File: src/cachePkg.sv
`default_nettype none

package cachePkg;

  // fetch side geometry
  localparam int addrWidth = 32;
  localparam int wordWidth = 64;
  localparam int wordsPerLine = 4;
  localparam int numSets = 64;

  // byte offset inside a line, then set index, then tag
  localparam int offsetBits = $clog2(wordsPerLine * wordWidth / 8);
  localparam int indexBits = $clog2(numSets);
  localparam int tagBits = addrWidth - indexBits - offsetBits;

  // upper offset bits pick the word inside a line
  localparam int wordSelBits = $clog2(wordsPerLine);

  typedef logic [addrWidth-1:0] addrT;
  typedef logic [wordWidth-1:0] wordT;
  typedef logic [wordsPerLine*wordWidth-1:0] lineT;
  typedef logic [indexBits-1:0] indexT;
  typedef logic [tagBits-1:0] tagT;
  typedef logic [wordSelBits-1:0] wordSelT;

endpackage

`default_nettype wire

File: src/syncRam.sv
`default_nettype none
`timescale 1ns/1ps

module syncRam #(
  parameter type entryT = logic
) (
  input  wire             clk,
  input  wire             en_i,
  input  wire             we_i,
  input  wire             cachePkg::indexT index_i,
  input  wire             entryT wrData_i,
  output entryT           rdData_o
);

  entryT mem [cachePkg::numSets];

  // one access per cycle, read data shows up after the edge
  always_ff @(posedge clk) begin
    if (en_i) begin
      if (we_i) begin
        mem[index_i] <= wrData_i;
      end else begin
        rdData_o <= mem[index_i];
      end
    end
  end

  // the controller must always hand over a clean set index
  indexKnown: assert property (
    @(posedge clk) en_i |-> !$isunknown(index_i)
  );

endmodule

`default_nettype wire

File: config.mk
export PLATFORM = sky130hd
export DESIGN_NAME = syncRam
export DESIGN_NICKNAME = d
export VERILOG_FILES = /design/src/cachePkg.sv /design/src/syncRam.sv
export SDC_FILE = /design/constraint.sdc
export NUM_CORES = 1
export LEC_CHECK = 0
export BUFFER_PORTS_ARGS = -buffer_cell sky130_fd_sc_hd__buf_2
export CORE_MARGIN = 2
export CORE_UTILIZATION = 30
export CTS_CLUSTER_DIAMETER = 40
export CTS_CLUSTER_SIZE = 30
export DETAILED_ROUTE_END_ITERATION = 16
export GPL_TIMING_DRIVEN = 0
export PLACE_DENSITY = 0.56
export SETUP_SLACK_MARGIN = 0.5
export SLEW_MARGIN = 0
export SYNTH_ARGS = -nofsm -noshare
export SYNTH_HDL_FRONTEND = slang
export SYNTH_SLANG_ARGS = --single-unit
File: constraint.sdc
create_clock -name clk -period 2.7 [get_ports clk]
set_clock_uncertainty 0.05 [all_clocks]
set_input_delay 0.54 -clock clk [delete_from_list [all_inputs] [get_ports clk]]
set_output_delay 0.54 -clock clk [all_outputs]
set_load 0.005 [all_outputs]
==> run metrics <==
Avg Vias per Cell=4.91; Final Max Slew Viols=0; WL final=7010 µm; Tot GR Track Use=13.7%; first-pass GRT wire length=11100 µm; I/O pin count=11; syn_nets=251; max frequency=0.481 GHz; router iterations before antenna repair=4; H-tree Lvls=3; share of the synthesized area in the top cell type=65.5%; kind of critical path=input port to register; Final Core Density=34.9%; Max-cap violations=0; layout cells sized above 1=14.9%; drt initial violations=172; Synth Flop Type=edfxtp_1; Worst Hold Class=input port to register; Die Span Y=104 µm; Final Wtd Congestion=0.801; final count of hold timing violations=0; Unique masters post-synth=39; EDFF count, synth=65; DRC=0; largest net degree at the start of global routing=65; arrival time at the worst endpoint=2.08 ns; Area contributors post-synth=edfxtp_1, nor2_1, mux4_1; FFs w/ async S/R, synth=0%; VDD IR-drop max=251 µV; WP data required=2.70 ns; period utilisation layout=77.0%; PD cells=634 nW/µm²; min Tclk post-route=2.08 ns; Design Area, Final=3380 µm²; Leakage Power=1.06 nW; post-placement cell area=3170 µm²; Relative slew margins=32.9%; row cnt=36; routed via count=1940; initial antenna violation count=0; # diodes=0; worst-skew pair later-pin latency=0.35 ns; Hold WS=0.450 ns; maximum clock path buffer count=2; Yosys top cell by area=edfxtp_1; number of port buffers=5; Critical Path Source Type=input port; status=complete, no violations; CP Capture Type=register; post-route ant nets=0; Synth Instances=241; dpl hpwl=4280 µm; CTS tree=built; cts repair resizes=0; Die W=104 µm; Mapped Area=2980 µm²; die area=10700 µm²; TritonCTS buffer count=9; final setup fails=0; #FFs+latches synth=65; vias in the first global route=1975; DR WL/cell=17.7 µm; Worst Path Max Fanout=10; Clock Sinks=65; warnings from Yosys=0; Pwr Total=2.14 mW; setup total negative slack=0 ns; RSZ-0062 raised after global routing=false; Starting Density=30.8%; buffer count from post-CTS setup fixing=0; Root Driver=clkbuf_8; core area=9680 µm²; Net count, final=267; Syn Area/Cell=12.4 µm²; worst-margin pin slew=1.01 ns; clock-pin slew on the worst setup and hold paths=0.07 ns; Layout area overhead=13.4%; Hold-fix buffers, CTS=0; remaining global-route overflow=0; sequential share of the synthesized area=65.5%
-- cells in the mapped netlist, drive strengths merged, types with 3 or more instances --
cell,number
buf,10
mux2i,6
a22oi,3
a2bb2oi,3
nand3b,4
and3,3
nor2b,7
mux2,6
clkbuf,5
a21oi,4
mux4,4
edfxtp,65
nand2,19
nand3,4
nor2,71
a31oi,4
-- final cells by class --
type,count,area (µm²)
fillers,1004,6300
flip-flops and latches,65,1950
multi-input cells,160,946
well taps,133,166
clock buffers,9,124
clock inverters,7,85.1
plain buffers,15,77.6
repair buffers,5,25.0
inverters,1,3.75
-- cell families after synthesis --
kind of cell           share of synthesized area (%)
AOI/OAI and AO/OA                               6.30
and+or+nand+nor                                 17.6
buffers and inverters                           2.73
muxes                                           7.81
DFF                                             65.5
-- path summary, 6_finish.rpt --
path                                 start        to  slack, ns  depth (start not counted)
worst min register to register     mem[53]  rdData_o       0.74                          4
worst max-delay path            index_i[0]   mem[36]       0.62                          5
worst min-delay path                  we_i  rdData_o       0.45                          2
worst max register to register     mem[11]  rdData_o       0.77                          5
-- per-layer routing --
layer | part of all wire (%) | track usage [%] | up-vias
li1 | - | - | 915
met1 | 45 | 17.7 | 966
met2 | 49 | 22.3 | 46
met3 | 3.4 | 2.27 | 13
met4 | 2.4 | 6.66 | 0
met5 | 0 | 0 | -
-- cell usage in the layout (no fill, tap or decap), types with 3 or more instances in the layout --
cell type / count
nor2b_1: 7
buf_2: 13
and3_1: 3
a31oi_1: 4
mux4_1: 3
nor2_1: 71
clkbuf_1: 5
a22oi_1: 3
clkbuf_8: 9
edfxtp_1: 65
mux2_2: 5
mux2i_1: 6
nand2_1: 18
a2bb2oi_1: 3
nand3_1: 4
nand3b_1: 4
a21oi_1: 4
-- stage by stage --
stage | setup slack, ns | instances
6_report | 0.620 | 395
5_1_grt | 0.533 | 395
4_1_cts | 0.604 | 395
3_5_place_dp | 0.221 | 379
3_3_place_gp | 0.286 | 379
2_1_floorplan | 0.740 | 241
-- flip-flops by register name, indices dropped and copies added (netlist names) --
name      count
rdData_o      1
mem          64
-- power by group --
group / internal [mW] / switching, mW / leakage [nW]
combinational: 0.0432 / 0.0894 / 0.367
sequential: 1.11 / 0.000962 / 0.585
clock: 0.510 / 0.386 / 0.104
-- worst max-delay path: stages --
cell     delay, ns
buf_2         0.14
buf_4         0.18
nor2b_1       0.50
nand2_1       0.48
nor2_1        0.23
(Power assumes the default switching activity.)
