File: config.mk
export PLATFORM = sky130hd
export DESIGN_NAME = refillBuffer
export DESIGN_NICKNAME = d
export VERILOG_FILES = /design/src/cachePkg.sv /design/src/busPkg.sv /design/src/refillBuffer.sv
export SDC_FILE = /design/constraint.sdc
export NUM_CORES = 1
export LEC_CHECK = 0
export BUFFER_PORTS_ARGS = -buffer_cell sky130_fd_sc_hd__buf_2
export CAP_MARGIN = 20
export CELL_PAD_IN_SITES_DETAIL_PLACEMENT = 1
export CELL_PAD_IN_SITES_GLOBAL_PLACEMENT = 1
export CORE_AREA = 3 3 185 187
export DETAILED_ROUTE_END_ITERATION = 10
export DIE_AREA = 0 0 188 190
export PLACE_DENSITY = 0.73
export SYNTH_ARGS = -nofsm -noshare
export SYNTH_HDL_FRONTEND = slang
export SYNTH_SLANG_ARGS = --single-unit
File: constraint.sdc
create_clock -name clk -period 4 [get_ports clk]
set_input_delay 0 -clock clk [delete_from_list [all_inputs] [get_ports clk]]
set_output_delay 0 -clock clk [all_outputs]
set_load 0.01 [all_outputs]
File: src/cachePkg.sv
`default_nettype none

package cachePkg;

  // fetch side geometry
  localparam int addrWidth = 32;
  localparam int wordWidth = 64;
  localparam int wordsPerLine = 4;
  localparam int numSets = 64;

  // byte offset inside a line, then set index, then tag
  localparam int offsetBits = $clog2(wordsPerLine * wordWidth / 8);
  localparam int indexBits = $clog2(numSets);
  localparam int tagBits = addrWidth - indexBits - offsetBits;

  // upper offset bits pick the word inside a line
  localparam int wordSelBits = $clog2(wordsPerLine);

  typedef logic [addrWidth-1:0] addrT;
  typedef logic [wordWidth-1:0] wordT;
  typedef logic [wordsPerLine*wordWidth-1:0] lineT;
  typedef logic [indexBits-1:0] indexT;
  typedef logic [tagBits-1:0] tagT;
  typedef logic [wordSelBits-1:0] wordSelT;

endpackage

`default_nettype wire

File: src/busPkg.sv
`default_nettype none

package busPkg;

  // refill read port, one line per burst
  localparam int beatWidth = 64;
  localparam int beatsPerBurst = 4;

  typedef logic [beatWidth-1:0] beatT;

  // wraps after the last beat of a burst
  typedef logic [$clog2(beatsPerBurst)-1:0] beatCntT;

endpackage

`default_nettype wire

File: src/refillBuffer.sv
`default_nettype none
`timescale 1ns/1ps

module refillBuffer (
  input  wire              clk,
  input  wire              rst_n,
  input  wire              clear_i,
  input  wire              beatValid_i,
  input  wire              busPkg::beatT beat_i,
  output cachePkg::lineT   line_o
);

  busPkg::beatCntT beatCnt;
  logic full;
  logic capture;

  // beats past a complete line are dropped
  assign capture = beatValid_i && !full;

  always_ff @(posedge clk or negedge rst_n) begin
    if (!rst_n) begin
      beatCnt <= '0;
      full <= 1'b0;
    end else if (clear_i) begin
      beatCnt <= '0;
      full <= 1'b0;
    end else if (capture) begin
      beatCnt <= beatCnt + busPkg::beatCntT'(1);
      if (beatCnt == busPkg::beatCntT'(busPkg::beatsPerBurst - 1)) begin
        full <= 1'b1;
      end
    end
  end

  // beat n lands in word n of the line
  always_ff @(posedge clk) begin
    if (capture) begin
      line_o[beatCnt*busPkg::beatWidth +: busPkg::beatWidth] <= beat_i;
    end
  end

  // memory side returns exactly one burst per refill request
  burstLength: assert property (
    @(posedge clk) disable iff (!rst_n)
    beatValid_i |-> !full
  );

endmodule

`default_nettype wire

==> impl_metrics.csv <==
group,metric,value,unit
run_status,status,"completed",
synth,synthesis.area,9828,um^2
pwr,power.internal,4.804,mW
sta,setup_violations,0,
sta,setup_tns,0,ns
worst_setup_path,setup.worst_path.start_class,"flip-flop",
routing,drt_pass1_iterations,4,
worst_setup_path,crit_chain,"inv_1 > ha_1 > and4bb_2 > buf_4 > and2_1",
pwr,combPwrFrac,0.100,
routing,drt_iter0_drc,298,
clock_tree,cts.sink_count,259,
worst_setup_path,endpoint_kind,"flip-flop",
clock_tree,tritoncts,"done",
final_layout,multi_input_area,1859,um^2
final_layout,regArea,7762,um^2
worst_setup_path,cpPeakStageDelay,0.80,ns
worst_setup_path,cp_top_family,"simple AND/OR/NAND/NOR gates",
global_route,grt_pass1_wl,45040,um
routing,vias_per_cell,4.479,
pwr,leakage,5.992,nW
pwr,max-vdd-ir-drop,328.2,uV
placed_design,gp_congestion,0.7449,
routing,wl_per_cell,21.03,um
routing,routed_wl,30230,um
synth,syn_avg_cell_area,16.89,um^2
pwr,switching_share,0.2327,
die,core.rowCount,66,
worst_setup_path,crit_fanout,37,
synth,ys_warn_count,0,
clock_tree,clk_latency,0.53,ns
global_route,grt_pass1_vias,7139,
sta,timing.final.ws_setup,1.026,ns
clock_tree,htree_levels,1,
final_layout,nets,1046,
sta,fmax,336.3,MHz
synth,syn_inst,582,
sta,slew_violations,0,
die,coreArea,32620,um^2
worst_setup_path,worstPathRequired,4.39,ns
clock_tree,clockBufferDepth,3,
global_route,grt_max_degree,65,
final_layout,final_cell_mix,"buf_2, edfxtp_1, and3_1, and2_1, dlygate4sd3_1",
die,die_width,188,um
sta,worst_pin_slew,1.043,ns
clock_tree,clk_pin_slew,0.06,ns
worst_setup_path,critPathBufInv,2,
final_layout,flow.area_growth_from_synthesis,36.66,%
worst_setup_path,critPathSlowestCell,"and4bb_2",
sta,post-route-period-util,0.7434,
pwr,powerDensity,466.1,nW/um^2
clock_tree,cts_buffers,28,
routing,drc_errors,0,
synth,synth-seq-area-share,0.7898,
die,initial_core_util,0.3013,
clock_tree,cts.root.buffer_cell,"clkbuf_16",
sta,rsz0062_at_grt,"no",
final_layout,nFillCells,3421,
final_layout,utilization,0.4118,
die,design.portCount,324,
placed_design,dpl.hpwl,19070,um
placed_design,pre_cts_ws,1.010,ns
die,dieArea,35720,um^2
sta,slew_headroom,0.3043,
sta,hold_viol,0,
worst_hold_path,hold_class,"in -> reg",
pwr,switchingPower,1.457,mW
sta,clock_skew,0.007535,ns
global_route,gr-usage-all-layers,0.1628,
synth,syn-num-nets,656,
global_route,grt.overflow.total,0,
pwr,p_clk_frac,0.394,
synth,synth.distinct_cells,24,
placed_design,portBuffers,323,
routing,drtAntennaViolNets,0,
worst_setup_path,worst-setup-path-type,"reg -> reg",
die,die_h,190,um
synth,ys_ff_latch,259,
final_layout,layout-drive-gt1-share,0.3783,
routing,via_count,6436,
pwr,seqPwrFrac,0.506,
final_layout,layout.cells.most_common,"buf_2",
global_route,antenna_found_initial,2,
sta,hold_slack,0.2670,ns
worst_setup_path,cp.arrival,3.37,ns
flow_run,maxCapViolations,0,
sta,period_needed,2.974,ns
## power groups by stage
| stage | clock (mW) | combinational (mW) | sequential [mW] |
|---|---|---|---|
| floorplan | 0 | 0.237 | 3.29 |
| global placement | 0 | 0.561 | 3.22 |
| detailed placement | 0 | 0.582 | 3.22 |
| CTS | 2.53 | 0.637 | 3.17 |
| global route | 2.64 | 0.684 | 3.18 |
| finish | 2.47 | 0.625 | 3.17 |
## synthesized netlist by cell type (all sizes together)
| library cell | number | area share |
|---|---|---|
| mux2 | 1 | 0.0011 |
| a21oi | 1 | 0.00051 |
| inv | 2 | 0.00076 |
| nor2b | 3 | 0.0019 |
| dfrtp | 3 | 0.0076 |
| o31ai | 1 | 0.00076 |
| and2 | 128 | 0.081 |
| nand4bb | 1 | 0.0011 |
| nor2 | 4 | 0.0015 |
| nand2b | 1 | 0.00064 |
| and4bb | 1 | 0.0013 |
| nor3b | 2 | 0.0025 |
| and3 | 129 | 0.082 |
| clkbuf | 19 | 0.0074 |
| edfxtp | 256 | 0.78 |
| and2b | 1 | 0.00076 |
| nor4b | 1 | 0.0024 |
| buf | 21 | 0.016 |
| nor4 | 1 | 0.00064 |
| ha | 6 | 0.0076 |
## cell families after synthesis
kind of cell	share of synthesized area
simple gates	0.1764
flops	0.7898
buf+inv	0.02368
fa+ha+maj	0.007638
compound gates	0.001273
mux	0.001146
## flip-flops by register name, summed over array words and instances (netlist names)
register / cells
beatCnt: 2
line_o: 256
full: 1
## layer usage
layer  global-route usage  share of wire  up-vias  wire, um
li1                     -              -     2917         -
met1               0.1861           0.39     3214     11750
met2               0.2963           0.51      247     15540
met3              0.04496          0.068       58      2043
met4              0.05079          0.029        0       891
met5                    0              0        -         0
## stage by stage
stage                     area (um^2)  power [mW]  cells
after floorplan                  9828       3.523    582
after global placement          11870       3.779   1315
after detailed placement        11870       3.805   1315
after CTS                       13430       6.330   1436
after global routing            13430       6.506   1437
final                           13430       6.261   1437
## path summary, 6_finish.rpt
check                      slack, ns         end        from  cells after the start
setup / recovery                1.03  line_o[38]  beatCnt[0]                      5
hold / removal                  0.27  beatCnt[1]     clear_i                      3
setup reg to reg                1.03  line_o[38]  beatCnt[0]                      5
hold reg to reg                 0.61  beatCnt[1]        full                      2
max in group asynchronous       3.48  beatCnt[1]       rst_n                      3
min in group asynchronous       0.37        full       rst_n                      3
## cell type report
class	instances	share of cell area
Antenna cell	1	0.0001863
Clock buffer	40	0.05710
Clock inverter	12	0.007452
Inverter	2	0.0005589
Multi-Input combinational cell	281	0.1384
Sequential cell	259	0.5779
Tap cell	442	0.04117
Timing Repair Buffer	400	0.1772
## worst min-delay path, stage by stage
cell	delay (ns)
dlygate4sd3_1	0.52
buf_2	0.15
o31ai_1	0.08
## what timing repair did
action                    4_1_cts  5_1_grt
buffers inserted                0        0
hold endpoints to repair      262        0
hold buffers                   69        0
gates resized for setup         0        0
Power figures use the tool's default switching activity.
