===== config.mk =====
export PLATFORM = sky130hd
export DESIGN_NAME = hitSelect
export DESIGN_NICKNAME = d
export VERILOG_FILES = /design/src/cachePkg.sv /design/src/hitSelect.sv
export SDC_FILE = /design/constraint.sdc
export NUM_CORES = 1
export LEC_CHECK = 0
export BUFFER_PORTS_ARGS = -buffer_cell sky130_fd_sc_hd__buf_2
export CORE_AREA = 2 2 251 253
export DETAILED_ROUTE_END_ITERATION = 10
export DIE_AREA = 0 0 253 255
export GPL_TIMING_DRIVEN = 0
export PLACE_DENSITY_LB_ADDON = 0.12
export SLEW_MARGIN = 20
export SYNTH_ARGS = -nofsm -noshare
export SYNTH_HDL_FRONTEND = slang
export SYNTH_SLANG_ARGS = --single-unit

===== constraint.sdc =====
create_clock -name vclk -period 3.5
set_clock_uncertainty 0.1 [all_clocks]
set_input_delay 0.175 -clock vclk [all_inputs]
set_output_delay 0.175 -clock vclk [all_outputs]
set_load 0.03 [all_outputs]

===== src/cachePkg.sv =====
`default_nettype none

package cachePkg;

  // fetch side geometry
  localparam int addrWidth = 32;
  localparam int wordWidth = 64;
  localparam int wordsPerLine = 4;
  localparam int numSets = 64;

  // byte offset inside a line, then set index, then tag
  localparam int offsetBits = $clog2(wordsPerLine * wordWidth / 8);
  localparam int indexBits = $clog2(numSets);
  localparam int tagBits = addrWidth - indexBits - offsetBits;

  // upper offset bits pick the word inside a line
  localparam int wordSelBits = $clog2(wordsPerLine);

  typedef logic [addrWidth-1:0] addrT;
  typedef logic [wordWidth-1:0] wordT;
  typedef logic [wordsPerLine*wordWidth-1:0] lineT;
  typedef logic [indexBits-1:0] indexT;
  typedef logic [tagBits-1:0] tagT;
  typedef logic [wordSelBits-1:0] wordSelT;

endpackage

`default_nettype wire


===== src/hitSelect.sv =====
`default_nettype none
`timescale 1ns/1ps

module hitSelect (
  input  wire                cachePkg::tagT tagWay0_i,
  input  wire                cachePkg::tagT tagWay1_i,
  input  wire                cachePkg::lineT lineWay0_i,
  input  wire                cachePkg::lineT lineWay1_i,
  input  wire  [1:0]         valid_i,
  input  wire                cachePkg::tagT reqTag_i,
  input  wire                cachePkg::wordSelT reqWord_i,
  output logic               hit_o,
  output logic               hitWay_o,
  output cachePkg::wordT     word_o
);

  logic hitWay0;
  logic hitWay1;
  cachePkg::lineT hitLine;

  // a stale tag never matches while its valid bit is low
  assign hitWay0 = valid_i[0] && (tagWay0_i == reqTag_i);
  assign hitWay1 = valid_i[1] && (tagWay1_i == reqTag_i);

  assign hit_o = hitWay0 || hitWay1;
  assign hitWay_o = hitWay1;

  // line of the hitting way, way 0 otherwise
  assign hitLine = hitWay1 ? lineWay1_i : lineWay0_i;

  assign word_o = hitLine[reqWord_i*cachePkg::wordWidth +: cachePkg::wordWidth];

  // fill policy only loads a tag that missed in both ways,
  // so one set never holds the same tag twice
  always_comb begin
    bothWays: assert final (!(hitWay0 && hitWay1));
  end

endmodule

`default_nettype wire


==> metrics, run 1 <==
Nets 1516; largest family of logic cells by synthesized area multiplexers; post-route minimum period 2.511 ns; first-pass GRT wire length 44550 um; Peak Freq 398.3 MHz; Simple-Gate Fraction of Synth Area 0.03362; crit share post-route 0.7174; # Max-Cap Violations 0; crit path DAT 2.24 ns; critical path's largest stage delay 0.40 ns; Final Hold Viols 0; IO Count 645; Max VDD drop 39.16 uV; routed length per instance 19.38 um; Die Ht 255 um; commonest non-fill, non-tap cell in the layout buf_2; dominant cell type by area after synthesis mux4_2; Ys Warns 0; Synth Area in XOR/XNOR 0.07972; Critical Path RT 3.22 ns; layout cell share with drive strength beyond 1 0.9209; commonest non-fill, non-tap cells in the layout buf_2 (656), mux4_2 (128), mux2_4 (60), xnor2_1 (22), xor2_1 (20); Layout area overhead 91.65%; fillers between 7000 and 8000; clock buf count 0; Final Slew Violations 0; antenna violations before repair 9; status complete, no violations; Pwr per Cell Area 131.2 nW/um2; Total Wirelength approximately 34000 um; core box area a little over 60000 um2; DR vias/cell 3.347; Initial DRC Count approximately 210; Die ar. 64520 um2; Hold Crit Class in2out; Combinational Power Share 1.000; # DRC 0; Slowest cell on crit path or3_1; complex-gate fraction of the synthesized area 0.002169; Worst slew margin 0.5061; Vias 5813; Reg power frac 0; largest net degree at the start of global routing 11; Avg Cell Area, Syn 15.80 um2; Setup crit end kind output pin; I/O Buffers 643; DP HPWL 30630 um; Post-Synth Adder-Cell Area 0; num sequential 0; Die Span X ~250 um; startpoint types input port; area occupied by multi-input gates 4362 um2; multiplexer area fraction after synthesis 0.8297; cts hold-fix bufs 0; clock share of power 0; Starting Density 0.07424; Crit Path Class in2out; crit-path cells buf_2, xor2_1, nor4b_2, nand4_1, or3_1, buf_6, buf_12, mux2_4, buf_2; cell-internal power 0.6386 mW; Synthesized Nets 871; CP max FO 10; final setup vio count 0; GP Congestion 0.7725; Leakage 4.251 nW; Fin Hold WS 0.7010 ns; switching share of total power 0.4496; CP most frequent cell buf_2; met2 usage 0.1940; Synth top area share 0.6247; global-route usage over all layers 0.09459; number of nets still failing antenna checks after routing 0; setup TNS 0 ns; ranking of synthesized cells by area mux4_2 (62%), mux2_4 (20%), xnor2_1 (4.2%); register area share after synthesis 0; Slew @ Worst Pin 0.7409 ns; RSZ-0062 raised after global routing false; GRT met3 Usage 0.01871; Reg area 0 um2; total global routing overflow 0; Post-Syn Instances 292; Pre-antenna DRT Iters 4; Netlist cell types 18; grt met1 use 0.1031; Post-CTS Setup Repair Bufs 0; GR peak layer met2; Net Sw Power about 0.52 mW; number of global-route vias before repair 6407; Cell Area, Synth 4614 um2; cts repair resizes 0; row cnt 92
[metal layers]
layer	wire length (um)	share of wire
met4	76	0.0023
met1	11930	0.35
met2	18950	0.56
met5	10	0.00030
met3	2701	0.080
[through the flow]
step,power [mW],setup slack [ns],util,cells,area [um2]
after CTS,1.187,0.8310,0.1422,1734,8836
after floorplan,0.6533,1.391,-,292,4614
after global placement,1.183,0.2951,0.1421,1734,8832
after detailed placement,1.183,0.8362,0.1422,1734,8836
final,1.160,0.9891,0.1423,1737,8843
after global routing,1.247,0.7867,0.1423,1737,8843
[synth_stat cells, types with 2 or more instances]
| cell | number |
|---|---|
| buf_12 | 6 |
| buf_2 | 13 |
| clkbuf_1 | 15 |
| mux2_2 | 4 |
| mux2_4 | 60 |
| mux4_2 | 128 |
| nand2_1 | 2 |
| nand4_1 | 7 |
| nor4_1 | 7 |
| nor4_2 | 2 |
| xnor2_1 | 22 |
| xor2_1 | 20 |
[layout make-up]
cell class,instances,share of cell area
Multi-Input combinational cell,257,0.4932
Timing Repair Buffer,643,0.3639
Tap cell,799,0.1130
Buffer,35,0.02900
Antenna cell,3,0.0008489
[worst paths after layout]
kind,slack [ns],cells past startpoint,end,start
worst max-delay path,0.99,9,word_o[51],reqTag_i[0]
worst min-delay path,0.70,3,hit_o,valid_i[0]
[power groups by stage]
stage                     logic (mW)  clock network (mW)  registers [mW]
after floorplan                0.653                   0               0
after global placement          1.18                   0               0
after detailed placement        1.18                   0               0
after CTS                       1.19                   0               0
after global routing            1.25         0.000000115               0
final                           1.16         0.000000115               0
[logic make-up after synthesis]
logic type                count (synthesis)
xor gates and xnor gates                 42
muxes                                   192
AOI/OAI and AO/OA                         1
and+or+nand+nor                          22
buffers and inverters                    35
[critical path, delay by kind of cell]
| kind | cells | cell delay [ns] |
|---|---|---|
| xor+xnor | 1 | 0.19 |
| buf+inv | 4 | 0.71 |
| mux | 1 | 0.30 |
| simple gates | 3 | 0.83 |
No activity file was read; power rests on OpenSTA's default activity.
==> run 2, diff against run 1 <==
Settings changed: CORE_AREA 2 2 251 253 to 2 2 252 254, DIE_AREA 0 0 253 255 to 0 0 254 256.
Clock period 3.5 ns to 2.15 ns, I/O delays scaled along.
==> run 2 against run 1 <==
  * The run now ends with setup timing left
  * Combinational power increased by 86%
  * Sequential share of layout area unchanged
  * Critical path type unchanged
  * Via count is 2.9% higher
  * Critical endpoint is now word_o[12]
  * First-iteration DRC count shrank 14%
  * Power is 86% higher
  * Die area rose by 0.79%
  * Routed wire length rose by 11%
  * Setup slack got worse by 1.1 ns
  * Design area up 8.5%
  * Final cell count grew 3.0%
  * Critical path depth stayed put
  * Count of clock-buffer cells in the layout unchanged
==> metrics, run 2 (synthesis results as in run 1) <==
status complete, but fails checks (was complete, no violations); failing checks setup timing; Pwr per Cell Area 224.7 nW/um2 (was 131.2 nW/um2); setup TNS -3.643 ns (was 0 ns); core box area 62390 um2 (was 62160 um2); first-pass GRT wire length 49800 um (was 44550 um); WP buf/inv 4 (unchanged); Pre-antenna DRT Iters 4 (unchanged); worst setup path end word_o[12] (was word_o[51]); final setup vio count 64 (was 0); Initial DRC Count 176 (was 205); post-route minimum period roughly 2.2 ns; Die Span X 254 um (was 253 um); crit-path cells buf_2, xor2_1, nor4b_2, nand4_1, or3_4, buf_12, buf_16, mux2_4, buf_2 (was buf_2, xor2_1, nor4b_2, nand4_1, or3_1, buf_6, buf_12, mux2_4, buf_2); I/O Buffers 643 (unchanged); Starting Density 0.07396 (was 0.07424); critical path's largest stage delay 0.36 ns (was 0.40 ns); Vias 5984 (was 5813); Nets 1521 (was 1516); Total Wirelength 37270 um (was 33670 um); startpoint types input port (unchanged); Leakage 4.508 nW (was 4.251 nW); largest net degree at the start of global routing 11 (unchanged); # DRC 0 (unchanged); crit share post-route 1.045; Die ar. 65020 um2 (was 64520 um2); commonest non-fill, non-tap cells in the layout buf_2 (583), mux4_2 (128), buf_6 (66), mux2_4 (60), xnor2_1 (21) (was buf_2 (656), mux4_2 (128), mux2_4 (60), xnor2_1 (22), xor2_1 (20)); # Max-Cap Violations 0 (unchanged); post-route setup slack -0.09667 ns (was 0.9891 ns); Final Cell Area 9594 um2 (was 8843 um2); DP HPWL 33870 um (was 30630 um); IO Count 645 (unchanged); Peak Freq ~450 MHz; Max VDD drop 89.23 uV (was 39.16 uV); Layout area overhead 107.9% (was 91.65%); Crit Path Class in2out (unchanged); Setup crit end kind output pin (unchanged); CP most frequent cell buf_2 (unchanged); Final Slew Violations 0 (unchanged); total global routing overflow 0 (unchanged); global-route usage over all layers 0.1066 (was 0.09459); num sequential 0 (unchanged); layout cell share with drive strength beyond 1 0.9404 (was 0.9209); DR vias/cell 3.345 (was 3.347); RSZ-0062 raised after global routing true (was false); antenna violations before repair 7 (was 9); Slowest cell on crit path or3_4 (was or3_1); clock buf count 0 (unchanged); CP max FO 9 (was 10); routed length per instance 20.83 um (was 19.38 um); Hold Path Stages 3 (unchanged); number of global-route vias before repair 6939 (was 6407); placed inst area 8922 um2 (was 8836 um2); crit path DAT 2.04 ns (was 2.24 ns); Hold Crit Class in2out (unchanged); Worst slew margin 0.5042 (was 0.5061); Critical Path RT 1.94 ns (was 3.22 ns); Reg area 0 um2 (unchanged); CP delay by family, top simple AND/OR/NAND/NOR gates (unchanged); number of nets still failing antenna checks after routing 0 (unchanged); Worst Setup SP reqTag_i[0] (unchanged); Final Hold Viols 0 (unchanged); row cnt 92 (unchanged); GP Congestion 0.8102 (was 0.7725); Critical Path Stages 9 (unchanged); commonest non-fill, non-tap cell in the layout buf_2 (unchanged); Slew @ Worst Pin 0.7437 ns (was 0.7409 ns); Die Ht 256 um (was 255 um)
-- run 2: how the worst min path moves through the flow --
stage                          start  endpoint  slack, ns
after floorplan           valid_i[1]  hitWay_o       0.28
after global placement    valid_i[0]     hit_o       0.51
after detailed placement  valid_i[0]     hit_o       0.50
after CTS                 valid_i[0]     hit_o       0.51
after global routing      valid_i[0]     hit_o       0.51
final                     valid_i[0]     hit_o       0.51
-- run 2: where the power goes --
part           internal [mW]  switching (mW)
registers                  0               0
clock network    0.000000112               0
logic                   1.21           0.942
-- run 2: repair_timing --
item                       4_1_cts  5_1_grt
setup endpoints to repair       64       64
cloned                           1        1
pin swaps                        6        1
setup buffers                    2        0
hold buffers                     0        0
gates resized for setup        159       12
-- run 2: through the flow --
step	util	setup slack, ns	hold slack, ns	total power [mW]	cells
CTS	0.1525	-0.1369	0.5061	2.184	1785
finish	0.1538	-0.09667	0.5065	2.156	1789
global route	0.1537	-0.2017	0.5077	2.294	1787
detailed placement	0.1430	-0.5940	0.5031	1.986	1782
floorplan	-	0.1759	0.2823	1.064	292
global placement	0.1425	-1.548	0.5068	1.978	1781
-- run 2: layout make-up --
cell class	instances	area, um2
Timing Repair Buffer	648	3742
Tap cell	846	1059
Buffer	35	296.5
Fill cell	7133	52800
Multi-Input combinational cell	257	4489
Antenna cell	3	7.507
-- run 2: routing by layer --
metal	global-route usage	part of all wire
met1	0.1061	0.34
met2	0.2199	0.56
met3	0.02359	0.081
met4	0.02042	0.022
met5	0	0.0022
-- run 2: tightest hold or removal path: stages --
cell and delay, ns:
buf_2 0.08, a41o_1 0.13, buf_2 0.19
