## src/cachePkg.sv

```systemverilog
`default_nettype none

package cachePkg;

  // fetch side geometry
  localparam int addrWidth = 32;
  localparam int wordWidth = 64;
  localparam int wordsPerLine = 4;
  localparam int numSets = 64;

  // byte offset inside a line, then set index, then tag
  localparam int offsetBits = $clog2(wordsPerLine * wordWidth / 8);
  localparam int indexBits = $clog2(numSets);
  localparam int tagBits = addrWidth - indexBits - offsetBits;

  // upper offset bits pick the word inside a line
  localparam int wordSelBits = $clog2(wordsPerLine);

  typedef logic [addrWidth-1:0] addrT;
  typedef logic [wordWidth-1:0] wordT;
  typedef logic [wordsPerLine*wordWidth-1:0] lineT;
  typedef logic [indexBits-1:0] indexT;
  typedef logic [tagBits-1:0] tagT;
  typedef logic [wordSelBits-1:0] wordSelT;

endpackage

`default_nettype wire

```

## src/icacheCtrl.sv

```systemverilog
`default_nettype none
`timescale 1ns/1ps

module icacheCtrl (
  input  wire                  clk,
  input  wire                  rst_n,
  input  wire                  cachePkg::addrT addr_i,
  input  wire                  valid_i,
  input  wire                  stallN_i,
  output logic                 addrOk_o,
  output logic                 dataOk_o,
  output logic                 dataNotOk_o,
  output logic                 refillValid_o,
  output cachePkg::addrT       refillAddr_o,
  input  wire                  rdReady_i,
  input  wire                  rdLast_i,
  input  wire                  hit_i,
  input  wire                  hitWay_i,
  output logic                 ramEn_o,
  output logic [1:0]           ramWe_o,
  output cachePkg::indexT      ramIndex_o,
  output cachePkg::tagT        reqTag_o,
  output cachePkg::wordSelT    reqWord_o,
  output logic [1:0]           valid_o,
  output logic                 refillClear_o
);

  typedef enum logic [2:0] {
    sIdle,
    sCompare,
    sMiss,
    sRefill,
    sReplace,
    sReread
  } stateT;

  stateT state;
  stateT nextState;
  cachePkg::addrT reqAddr;
  cachePkg::indexT reqIndex;
  logic [cachePkg::numSets-1:0] validWay0;
  logic [cachePkg::numSets-1:0] validWay1;
  logic [7:0] lfsr;
  logic victimWay;
  logic fillWay;
  logic accept;

  // fields of the latched request
  assign reqIndex = reqAddr[cachePkg::offsetBits +: cachePkg::indexBits];
  assign reqTag_o = reqAddr[cachePkg::addrWidth-1 -: cachePkg::tagBits];
  assign reqWord_o = reqAddr[cachePkg::offsetBits-1 -: cachePkg::wordSelBits];

  assign addrOk_o = (state == sIdle) || (state == sCompare && hit_i);
  assign accept = valid_i && stallN_i && addrOk_o;

  always_ff @(posedge clk or negedge rst_n) begin
    if (!rst_n) begin
      state <= sIdle;
    end else begin
      state <= nextState;
    end
  end

  always_comb begin
    nextState = state;
    case (state)
      sIdle: begin
        if (accept) begin
          nextState = sCompare;
        end
      end
      sCompare: begin
        if (!hit_i) begin
          nextState = sMiss;
        end else if (!accept) begin
          nextState = sIdle;
        end
      end
      sMiss: begin
        if (rdReady_i) begin
          nextState = sRefill;
        end
      end
      sRefill: begin
        if (rdLast_i) begin
          nextState = sReplace;
        end
      end
      // line is written, then read back before answering
      sReplace: nextState = sReread;
      sReread: nextState = sCompare;
      default: nextState = sIdle;
    endcase
  end

  // held while stalled or waiting on a miss
  always_ff @(posedge clk or negedge rst_n) begin
    if (!rst_n) begin
      reqAddr <= '0;
    end else if (accept) begin
      reqAddr <= addr_i;
    end
  end

  // free running, x^8 + x^6 + x^5 + x^4 + 1
  always_ff @(posedge clk or negedge rst_n) begin
    if (!rst_n) begin
      lfsr <= 8'h5a;
    end else begin
      lfsr <= {lfsr[6:0], lfsr[7] ^ lfsr[5] ^ lfsr[4] ^ lfsr[3]};
    end
  end

  // empty way first, random way when the set is full
  always_comb begin
    if (!validWay0[reqIndex]) begin
      victimWay = 1'b0;
    end else if (!validWay1[reqIndex]) begin
      victimWay = 1'b1;
    end else begin
      victimWay = lfsr[0];
    end
  end

  always_ff @(posedge clk or negedge rst_n) begin
    if (!rst_n) begin
      validWay0 <= '0;
      validWay1 <= '0;
      fillWay <= 1'b0;
    end else if (state == sReplace) begin
      fillWay <= victimWay;
      if (victimWay) begin
        validWay1[reqIndex] <= 1'b1;
      end else begin
        validWay0[reqIndex] <= 1'b1;
      end
    end
  end

  assign valid_o = {validWay1[reqIndex], validWay0[reqIndex]};

  // RAM strobes, a new request addresses the RAMs directly
  assign ramEn_o = accept || state == sReplace || state == sReread;
  assign ramWe_o = (state == sReplace) ? {victimWay, !victimWay} : 2'b00;
  assign ramIndex_o = accept ? addr_i[cachePkg::offsetBits +: cachePkg::indexBits] : reqIndex;

  assign dataOk_o = state == sCompare && hit_i;
  assign dataNotOk_o = (state == sCompare && !hit_i) || state == sMiss ||
                       state == sRefill || state == sReplace || state == sReread;
  assign refillValid_o = state == sMiss && rdReady_i;
  assign refillAddr_o = {reqTag_o, reqIndex, {cachePkg::offsetBits{1'b0}}};
  assign refillClear_o = state == sCompare && !hit_i;

  rdLastInRefill: assert property (
    @(posedge clk) disable iff (!rst_n)
    rdLast_i |-> state == sRefill
  );

  // the reread after a fill must hit in the way just written
  fillHits: assert property (
    @(posedge clk) disable iff (!rst_n)
    state == sReread |=> hit_i && hitWay_i == fillWay
  );

endmodule

`default_nettype wire

```

## config.mk

```make
export PLATFORM = sky130hd
export DESIGN_NAME = icacheCtrl
export DESIGN_NICKNAME = d
export VERILOG_FILES = /design/src/cachePkg.sv /design/src/icacheCtrl.sv
export SDC_FILE = /design/constraint.sdc
export NUM_CORES = 1
export LEC_CHECK = 0
export ABC_AREA = 1
export ABC_CLOCK_PERIOD_IN_PS = 2000
export BUFFER_PORTS_ARGS = -buffer_cell sky130_fd_sc_hd__clkbuf_2
export CELL_PAD_IN_SITES_DETAIL_PLACEMENT = 0
export CELL_PAD_IN_SITES_GLOBAL_PLACEMENT = 2
export CORE_MARGIN = 1.5
export CORE_UTILIZATION = 31
export DETAILED_ROUTE_END_ITERATION = 6
export PLACE_DENSITY_LB_ADDON = 0.1
export SLEW_MARGIN = 40
export SYNTH_ARGS = -nofsm -noshare
export SYNTH_HDL_FRONTEND = slang
export SYNTH_SLANG_ARGS = --single-unit
```

## constraint.sdc

```tcl
create_clock -name clk -period 2 [get_ports clk]
set_clock_uncertainty 0.2 [all_clocks]
set_input_delay 0.3 -clock clk [delete_from_list [all_inputs] [get_ports clk]]
set_output_delay 0.3 -clock clk [all_outputs]
set_load 0.1 [all_outputs]
```

==> results of run 1 <==
-- report_power, final --
group | internal [mW] | leakage [nW] | switching (mW)
Sequential | 4.10 | 2.27 | 0.424
Clock | 1.77 | 0.282 | 1.63
Combinational | 5.44 | 4.12 | 11.0
-- synth_stat cells --
library cell  number
clkinv_1           1
a21boi_0           1
a211oi_1           1
nor3_1            11
xnor2_1            2
dfstp_2            4
buf_6             12
buf_1              8
inv_1            147
nor2_4             1
conb_1             1
nand2_2            3
nand3_2           50
o21ai_1           11
buf_4             37
clkbuf_1           7
inv_2              4
o21ai_0           28
nor2_2             2
nor2_1            78
buf_2             23
a32o_1             1
a21oi_1            2
nand3_1           47
o211ai_1          16
dfrtp_1          164
xor2_1             1
nand2_1          384
nand4_1           64
-- cell usage in the layout, fill, tap and decap left out, drive strengths merged, types with 4 or more instances in the layout --
cell         Yosys  layout
dlygate4sd3      0      29
nand3           97      97
clkinv           1       6
inv            151     158
buf             80     224
dfrtp          164     164
nor3            11      11
o21ai           39      39
clkbuf           7     106
nor2            81      81
conb             1       5
nand4           64      64
o211ai          16      16
nand2          387     387
dfstp            4       4
-- metrics by stage --
| step | power, mW | cell area [um2] | setup TNS (ns) |
|---|---|---|---|
| finish | 24.4 | 12800 | -86.59 |
| global route | 25.5 | 12800 | -96.36 |
| CTS | 23.3 | 12400 | -69.92 |
| detailed placement | 18.9 | 11300 | -87.27 |
| global placement | 19.0 | 11300 | -83.85 |
| floorplan | 14.6 | 9090 | -99.98 |
-- logic make-up (layout without fill, tap and decap cells) --
kind of cell | after synthesis | after routing | synth area share
flops | 168 | 168 | 0.483
simple gates | 640 | 640 | 0.341
buf+inv | 239 | 526 | 0.133
other cells | 1 | 5 | 0.000430
compound gates | 60 | 60 | 0.0402
xor+xnor | 3 | 3 | 0.00302
-- flip-flops by register name, summed over array words and instances, names as in the netlist --
| name | flops |
|---|---|
| validWay1 | 64 |
| lfsr | 8 |
| validWay0 | 64 |
| reqAddr | 29 |
| state | 3 |
-- area by class of cell --
cell class	instances	area share
clock buffers	17	0.0333
repair buffers	342	0.253
inverters	152	0.0461
well taps	378	0.0371
clock inverters	15	0.0125
flip-flops and latches	168	0.331
multi-input cells	708	0.287
-- critical path, delay by kind of cell, from the launching register on --
kind                   cells  cell delay (ns)
flip-flops                 1             0.51
AND/OR/NAND/NOR            7             0.73
AO/OA/AOI/OAI              2             0.41
buffers and inverters      3             0.55
-- worst max path at each step --
stage	slack [ns]	depth (start not counted)	start	end
2_1_floorplan	-1.12	15	reqAddr[5]	ramWe_o[1]
3_3_place_gp	-0.77	10	reqAddr[5]	ramWe_o[0]
3_5_place_dp	-0.77	14	reqAddr[5]	ramWe_o[1]
4_1_cts	-1.13	10	reqAddr[5]	ramWe_o[0]
5_1_grt	-1.22	12	reqAddr[5]	ramWe_o[0]
6_report	-1.15	12	reqAddr[5]	ramWe_o[1]
-- layer usage --
| layer | global-route usage | up-vias | part of all wire |
|---|---|---|---|
| li1 | - | 4014 | - |
| met1 | 0.296 | 3828 | 0.49 |
| met2 | 0.335 | 199 | 0.46 |
| met3 | 0.0285 | 19 | 0.041 |
| met4 | 0.0600 | 0 | 0.015 |
| met5 | 0 | - | 0 |
-- repair_timing --
item                                   4_1_cts  5_1_grt
resized for setup                           46       28
pin swaps                                    5       24
endpoints found under the hold margin      102        0
hold buffers                                29        0
setup endpoints to repair                  145      144
cloned                                       2        7
setup buffers                                1        8
==> results.yml, run 1 <==
floorplanning:
  die_y_um: 171
  coreArea_mm2: 0.0277
  die-area_mm2: 0.0291
  pin_count: 111
  std_cell_rows: 61
  start_util: 0.314
  die_w_um: 171
setup_path:
  cp-start-kind: "flop"
  path_cells: "buf_4, clkbuf_16, o211ai_1, nand2_1, o21ai_2, nand2_1, nor2_2, nand2_4, nand2_8, nand2_8, nor2_4, buf_12"
  worstPathArrival_ns: 2.65
  slowest_stage: "dfrtp_4"
  reg2reg_slack_ns: -0.85
  crit_fanout: 5
  cp-end-kind: "output port"
  path_class: "reg2out"
  slowest_delay_ns: 0.51
  rr_startpoint: "reqAddr[5]"
  reg2reg_depth: 15
  required_ns: 1.50
  timing.rr.end: "validWay1[62]"
synthesis:
  synth_top_area_frac: 0.471
  ys_warn_count: 0
  synth_area_leaders: "dfrtp_1 (47%), nand2_1 (17%), inv_1 (6.3%), nand3_2 (5.7%), nand4_1 (4.6%)"
  syn_area_mm2: 0.00871
  synth.distinct_cells: 29
  yosysTopAreaCell: "dfrtp_1"
  seq_area_frac_synth: 0.483
  synth.avg_cell_area_um2: 7.84
  ys_ff_latch: 168
  synthCells: 1111
cells_and_area:
  seq_area_mm2: 0.00423
  post-route-util: 0.461
  drive_above_1_share: 0.328
  n_antenna_cell: 0
  multi_input_area_mm2: 0.00366
  nets: 1429
  area_growth_pct: 46.5
  fillCellCount: 2770
  fin_cells: 1780
sta:
  finalHoldViolCount: 0
  relSlewSlack: 0.634
  fmax_mhz: 317
  timing.hold.ws_ns: 0.0190
  rsz0062_at_grt: "yes"
  timing.final.ws_setup_ns: -1.15
  post-route-period-util: 1.58
  tightest_slew_ns: 0.545
  final_max_slew_viol_count: 0
  finalSetupViolations: 143
  period_minus_slack_ns: 3.15
min_path:
  worstHoldStart: "addr_i[5]"
  hold_path.class: "in2reg"
  min_path_cells: 4
  hold_path_end: "reqAddr[5]"
power_and_ir_drop:
  p_leak_nw: 6.67
  ir_drop_uv: 790
  power_density_mw_per_mm2: 1910
routing:
  vias_per_cell: 4.53
  wire_per_inst_um: 16.7
  postRouteAntennaNets: 0
  routed_wl_um: 29700
  drt_iter0_drc: 653
  remaining_drc_errors: 0
  dr.pass1.iters: 5
  num_vias: 8060
clocking:
  cts_tree: "done"
  cts-root-buf: "clkbuf_16"
  clock_latency_ns: 0.44
  cts_max_level: 4
  cts_buffers: 17
  cts_max_path_buffers: 2
  cts.sinks: 168
  clk_pin_slew_worst_paths_ns: 0.08
placement:
  port_buffers: 101
  dpl.cell_count: 1701
  dp_hpwl_um: 20000
  pre_cts_slack_ns: -0.773
  place_congestion: 0.797
grt:
  grt.total_usage: 0.210
  grt_max_degree: 47
  antenna_found_initial: 0
  grt_pass1_wl_um: 45700
  grt_overflow: 0
  grt_pass1_vias: 7873
run:
  cap_viol_max_count: 0
status:
  status: "finished, violations left"
  violations: "setup timing"
(Power assumes the default switching activity.)
==> inputs of run 2 (changes only) <==
--- a/config.mk
+++ b/config.mk
@@ -6,14 +6,15 @@
 export NUM_CORES = 1
 export LEC_CHECK = 0
 export ABC_AREA = 1
-export ABC_CLOCK_PERIOD_IN_PS = 2000
+export ABC_CLOCK_PERIOD_IN_PS = 4010
 export BUFFER_PORTS_ARGS = -buffer_cell sky130_fd_sc_hd__clkbuf_2
 export CELL_PAD_IN_SITES_DETAIL_PLACEMENT = 0
 export CELL_PAD_IN_SITES_GLOBAL_PLACEMENT = 2
 export CORE_MARGIN = 1.5
-export CORE_UTILIZATION = 31
+export CORE_UTILIZATION = 37
 export DETAILED_ROUTE_END_ITERATION = 6
 export PLACE_DENSITY_LB_ADDON = 0.1
+export SKIP_CTS_REPAIR_TIMING = 1
 export SLEW_MARGIN = 40
 export SYNTH_ARGS = -nofsm -noshare
 export SYNTH_HDL_FRONTEND = slang
==> constraint.sdc (replaced) <==
create_clock -name clk -period 4.01 [get_ports clk]
set_clock_uncertainty 0.2 [all_clocks]
set_input_delay 0.6015 -clock clk [delete_from_list [all_inputs] [get_ports clk]]
set_output_delay 0.6015 -clock clk [all_outputs]
set_load 0.1 [all_outputs]
==> run 2 against run 1 <==
Net effect:
- the run ends with hold timing left
- via count decreased by 13%
- core utilization decreased by 2.1 points
- flip-flop and latch count unchanged
- cell count decreased by 16%
- count of clock-buffer cells in the layout increased by 1
- critical path depth unchanged
- setup slack improved by 1.4 ns
- sequential share of layout area increased by 8.8 points
- cell area decreased by 21%
- global-route usage about the same
- first-iteration DRC count decreased by 45%
==> results.yml, run 2 (same netlist as run 1, synthesis figures left out) <==
cells_and_area:
  layout_common_cells: "nand2_1 (383), dfrtp_1 (162), inv_1 (147), clkbuf_2 (91), nor2_1 (76)"
  nets: 1205
  reg_top3: "validWay0 x64, validWay1 x64, reqAddr x29"
  drive_above_1_share: 0.187
  seq_area_mm2: 0.00421
  area_growth_pct: 15.3
  final_common_cell: "nand2_1"
  fillCellCount: 2408
  multi_input_area_mm2: 0.00341
  n_antenna_cell: 0
  fin_cells: 1491
setup_path:
  worstPathArrival_ns: 2.95
  cp-end-kind: "output port"
  crit_fanout: 49
  cpMostUsedCell: "nand2_1"
  path_class: "reg2out"
  cp-start-kind: "flop"
  slowest_delay_ns: 0.82
  reg2reg_slack_ns: 0.66
  rr_startpoint: "reqAddr[5]"
  required_ns: 3.21
  reg2reg_depth: 12
  timing.rr.end: "validWay1[9]"
  path_cells: "buf_4, nand2_1, nand3_1, nand2_1, o21ai_0, nand2_1, nor2_1, nand2_2, nand2_2, nand2_4, nor2_4, buf_12"
  slowest_stage: "dfrtp_4"
run:
  cap_viol_max_count: 0
routing:
  num_vias: 7023
  vias_per_cell: 4.71
  routed_wl_um: 24000
  drt_iter0_drc: 361
  dr.pass1.iters: 4
  wire_per_inst_um: 16.1
  postRouteAntennaNets: 0
  remaining_drc_errors: 0
placement:
  place_congestion: 0.738
  dp_hpwl_um: 15100
  dpl.cell_count: 1459
  port_buffers: 101
clocking:
  cts_buffers: 17
  cts_max_path_buffers: 2
  clk_pin_slew_worst_paths_ns: 0.07
  cts.sinks: 168
  cts-root-buf: "clkbuf_16"
  cts_tree: "done"
  cts_max_level: 4
  clock_latency_ns: 0.43
floorplanning:
  pin_count: 111
  die_y_um: 156
  die-area_mm2: 0.0245
  die_w_um: 156
  start_util: 0.381
  coreArea_mm2: 0.0228
  std_cell_rows: 55
sta:
  fmax_mhz: 266
  rsz0062_at_grt: "no"
  post-route-period-util: 0.936
  timing.hold.ws_ns: -0.00731
  period_minus_slack_ns: 3.75
  tightest_slew_ns: 0.785
  finalHoldViolCount: 6
  relSlewSlack: 0.477
  finalSetupViolations: 0
  final_max_slew_viol_count: 0
grt:
  grt_pass1_wl_um: 39200
  grt_pass1_vias: 6989
  grt.total_usage: 0.210
  grt_overflow: 0
  grt_max_degree: 129
  antenna_found_initial: 0
min_path:
  hold_path.class: "in2async"
status:
  status: "finished, violations left"
  violations: "hold timing"
[run 2: changes by cell type in the layout (fill, tap and decap cells not counted), sizes merged]
cell         previous run  this run
bufinv                  1         3
clkinv                  6         5
clkbuf                106       109
dlygate4sd3            29         0
buf                   224        27
inv                   158       156
[run 2: cell type report]
type / count / share of cell area
multi-input cells: 708 / 0.340
flip-flops and latches: 168 / 0.420
well taps: 313 / 0.0390
clock inverters: 14 / 0.0186
repair buffers: 118 / 0.0837
clock buffers: 18 / 0.0427
inverters: 152 / 0.0568
[run 2: worst max-delay path by stage]
stage,startpoint,to,depth (start not counted),slack (ns)
2_1_floorplan,hit_i,ramIndex_o[0],6,-0.54
3_3_place_gp,reqAddr[5],validWay1[5],12,0.66
3_5_place_dp,reqAddr[5],validWay1[20],13,0.67
4_1_cts,reqAddr[5],ramWe_o[0],10,0.22
5_1_grt,reqAddr[5],ramWe_o[0],10,0.06
6_report,reqAddr[5],ramWe_o[1],12,0.26
[run 2: per-stage QoR]
| stage | TNS [ns] | utilization | area (um2) | setup WS [ns] |
|---|---|---|---|---|
| 4_1_cts | 0 | 0.440 | 10000 | 0.221 |
| 3_3_place_gp | 0 | 0.412 | 9420 | 0.663 |
| 6_report | 0 | 0.440 | 10000 | 0.257 |
| 2_1_floorplan | -4.95 | - | 8760 | -0.536 |
| 5_1_grt | 0 | 0.440 | 10000 | 0.0551 |
| 3_5_place_dp | 0 | 0.413 | 9430 | 0.674 |
[run 2: worst max-delay path: cells and delay by family (launching register included)]
| kind | cells | cell delay [ns] |
|---|---|---|
| AO/OA/AOI/OAI | 1 | 0.13 |
| flip-flops | 1 | 0.82 |
| AND/OR/NAND/NOR | 9 | 0.97 |
| buffers and inverters | 2 | 0.56 |
[run 2: metal layers]
layer  vias to the layer above  GRT usage  share of wire
met3                        21     0.0305          0.042
met4                         0     0.0544          0.012
met5                         -          0              0
met2                       145      0.352           0.47
met1                      3300      0.284           0.48
li1                       3557          -              -
Power of run 2 is left out: the tool's default activity adds up to more than one toggle a clock period on the data nets, which glitch-free logic cannot reach.
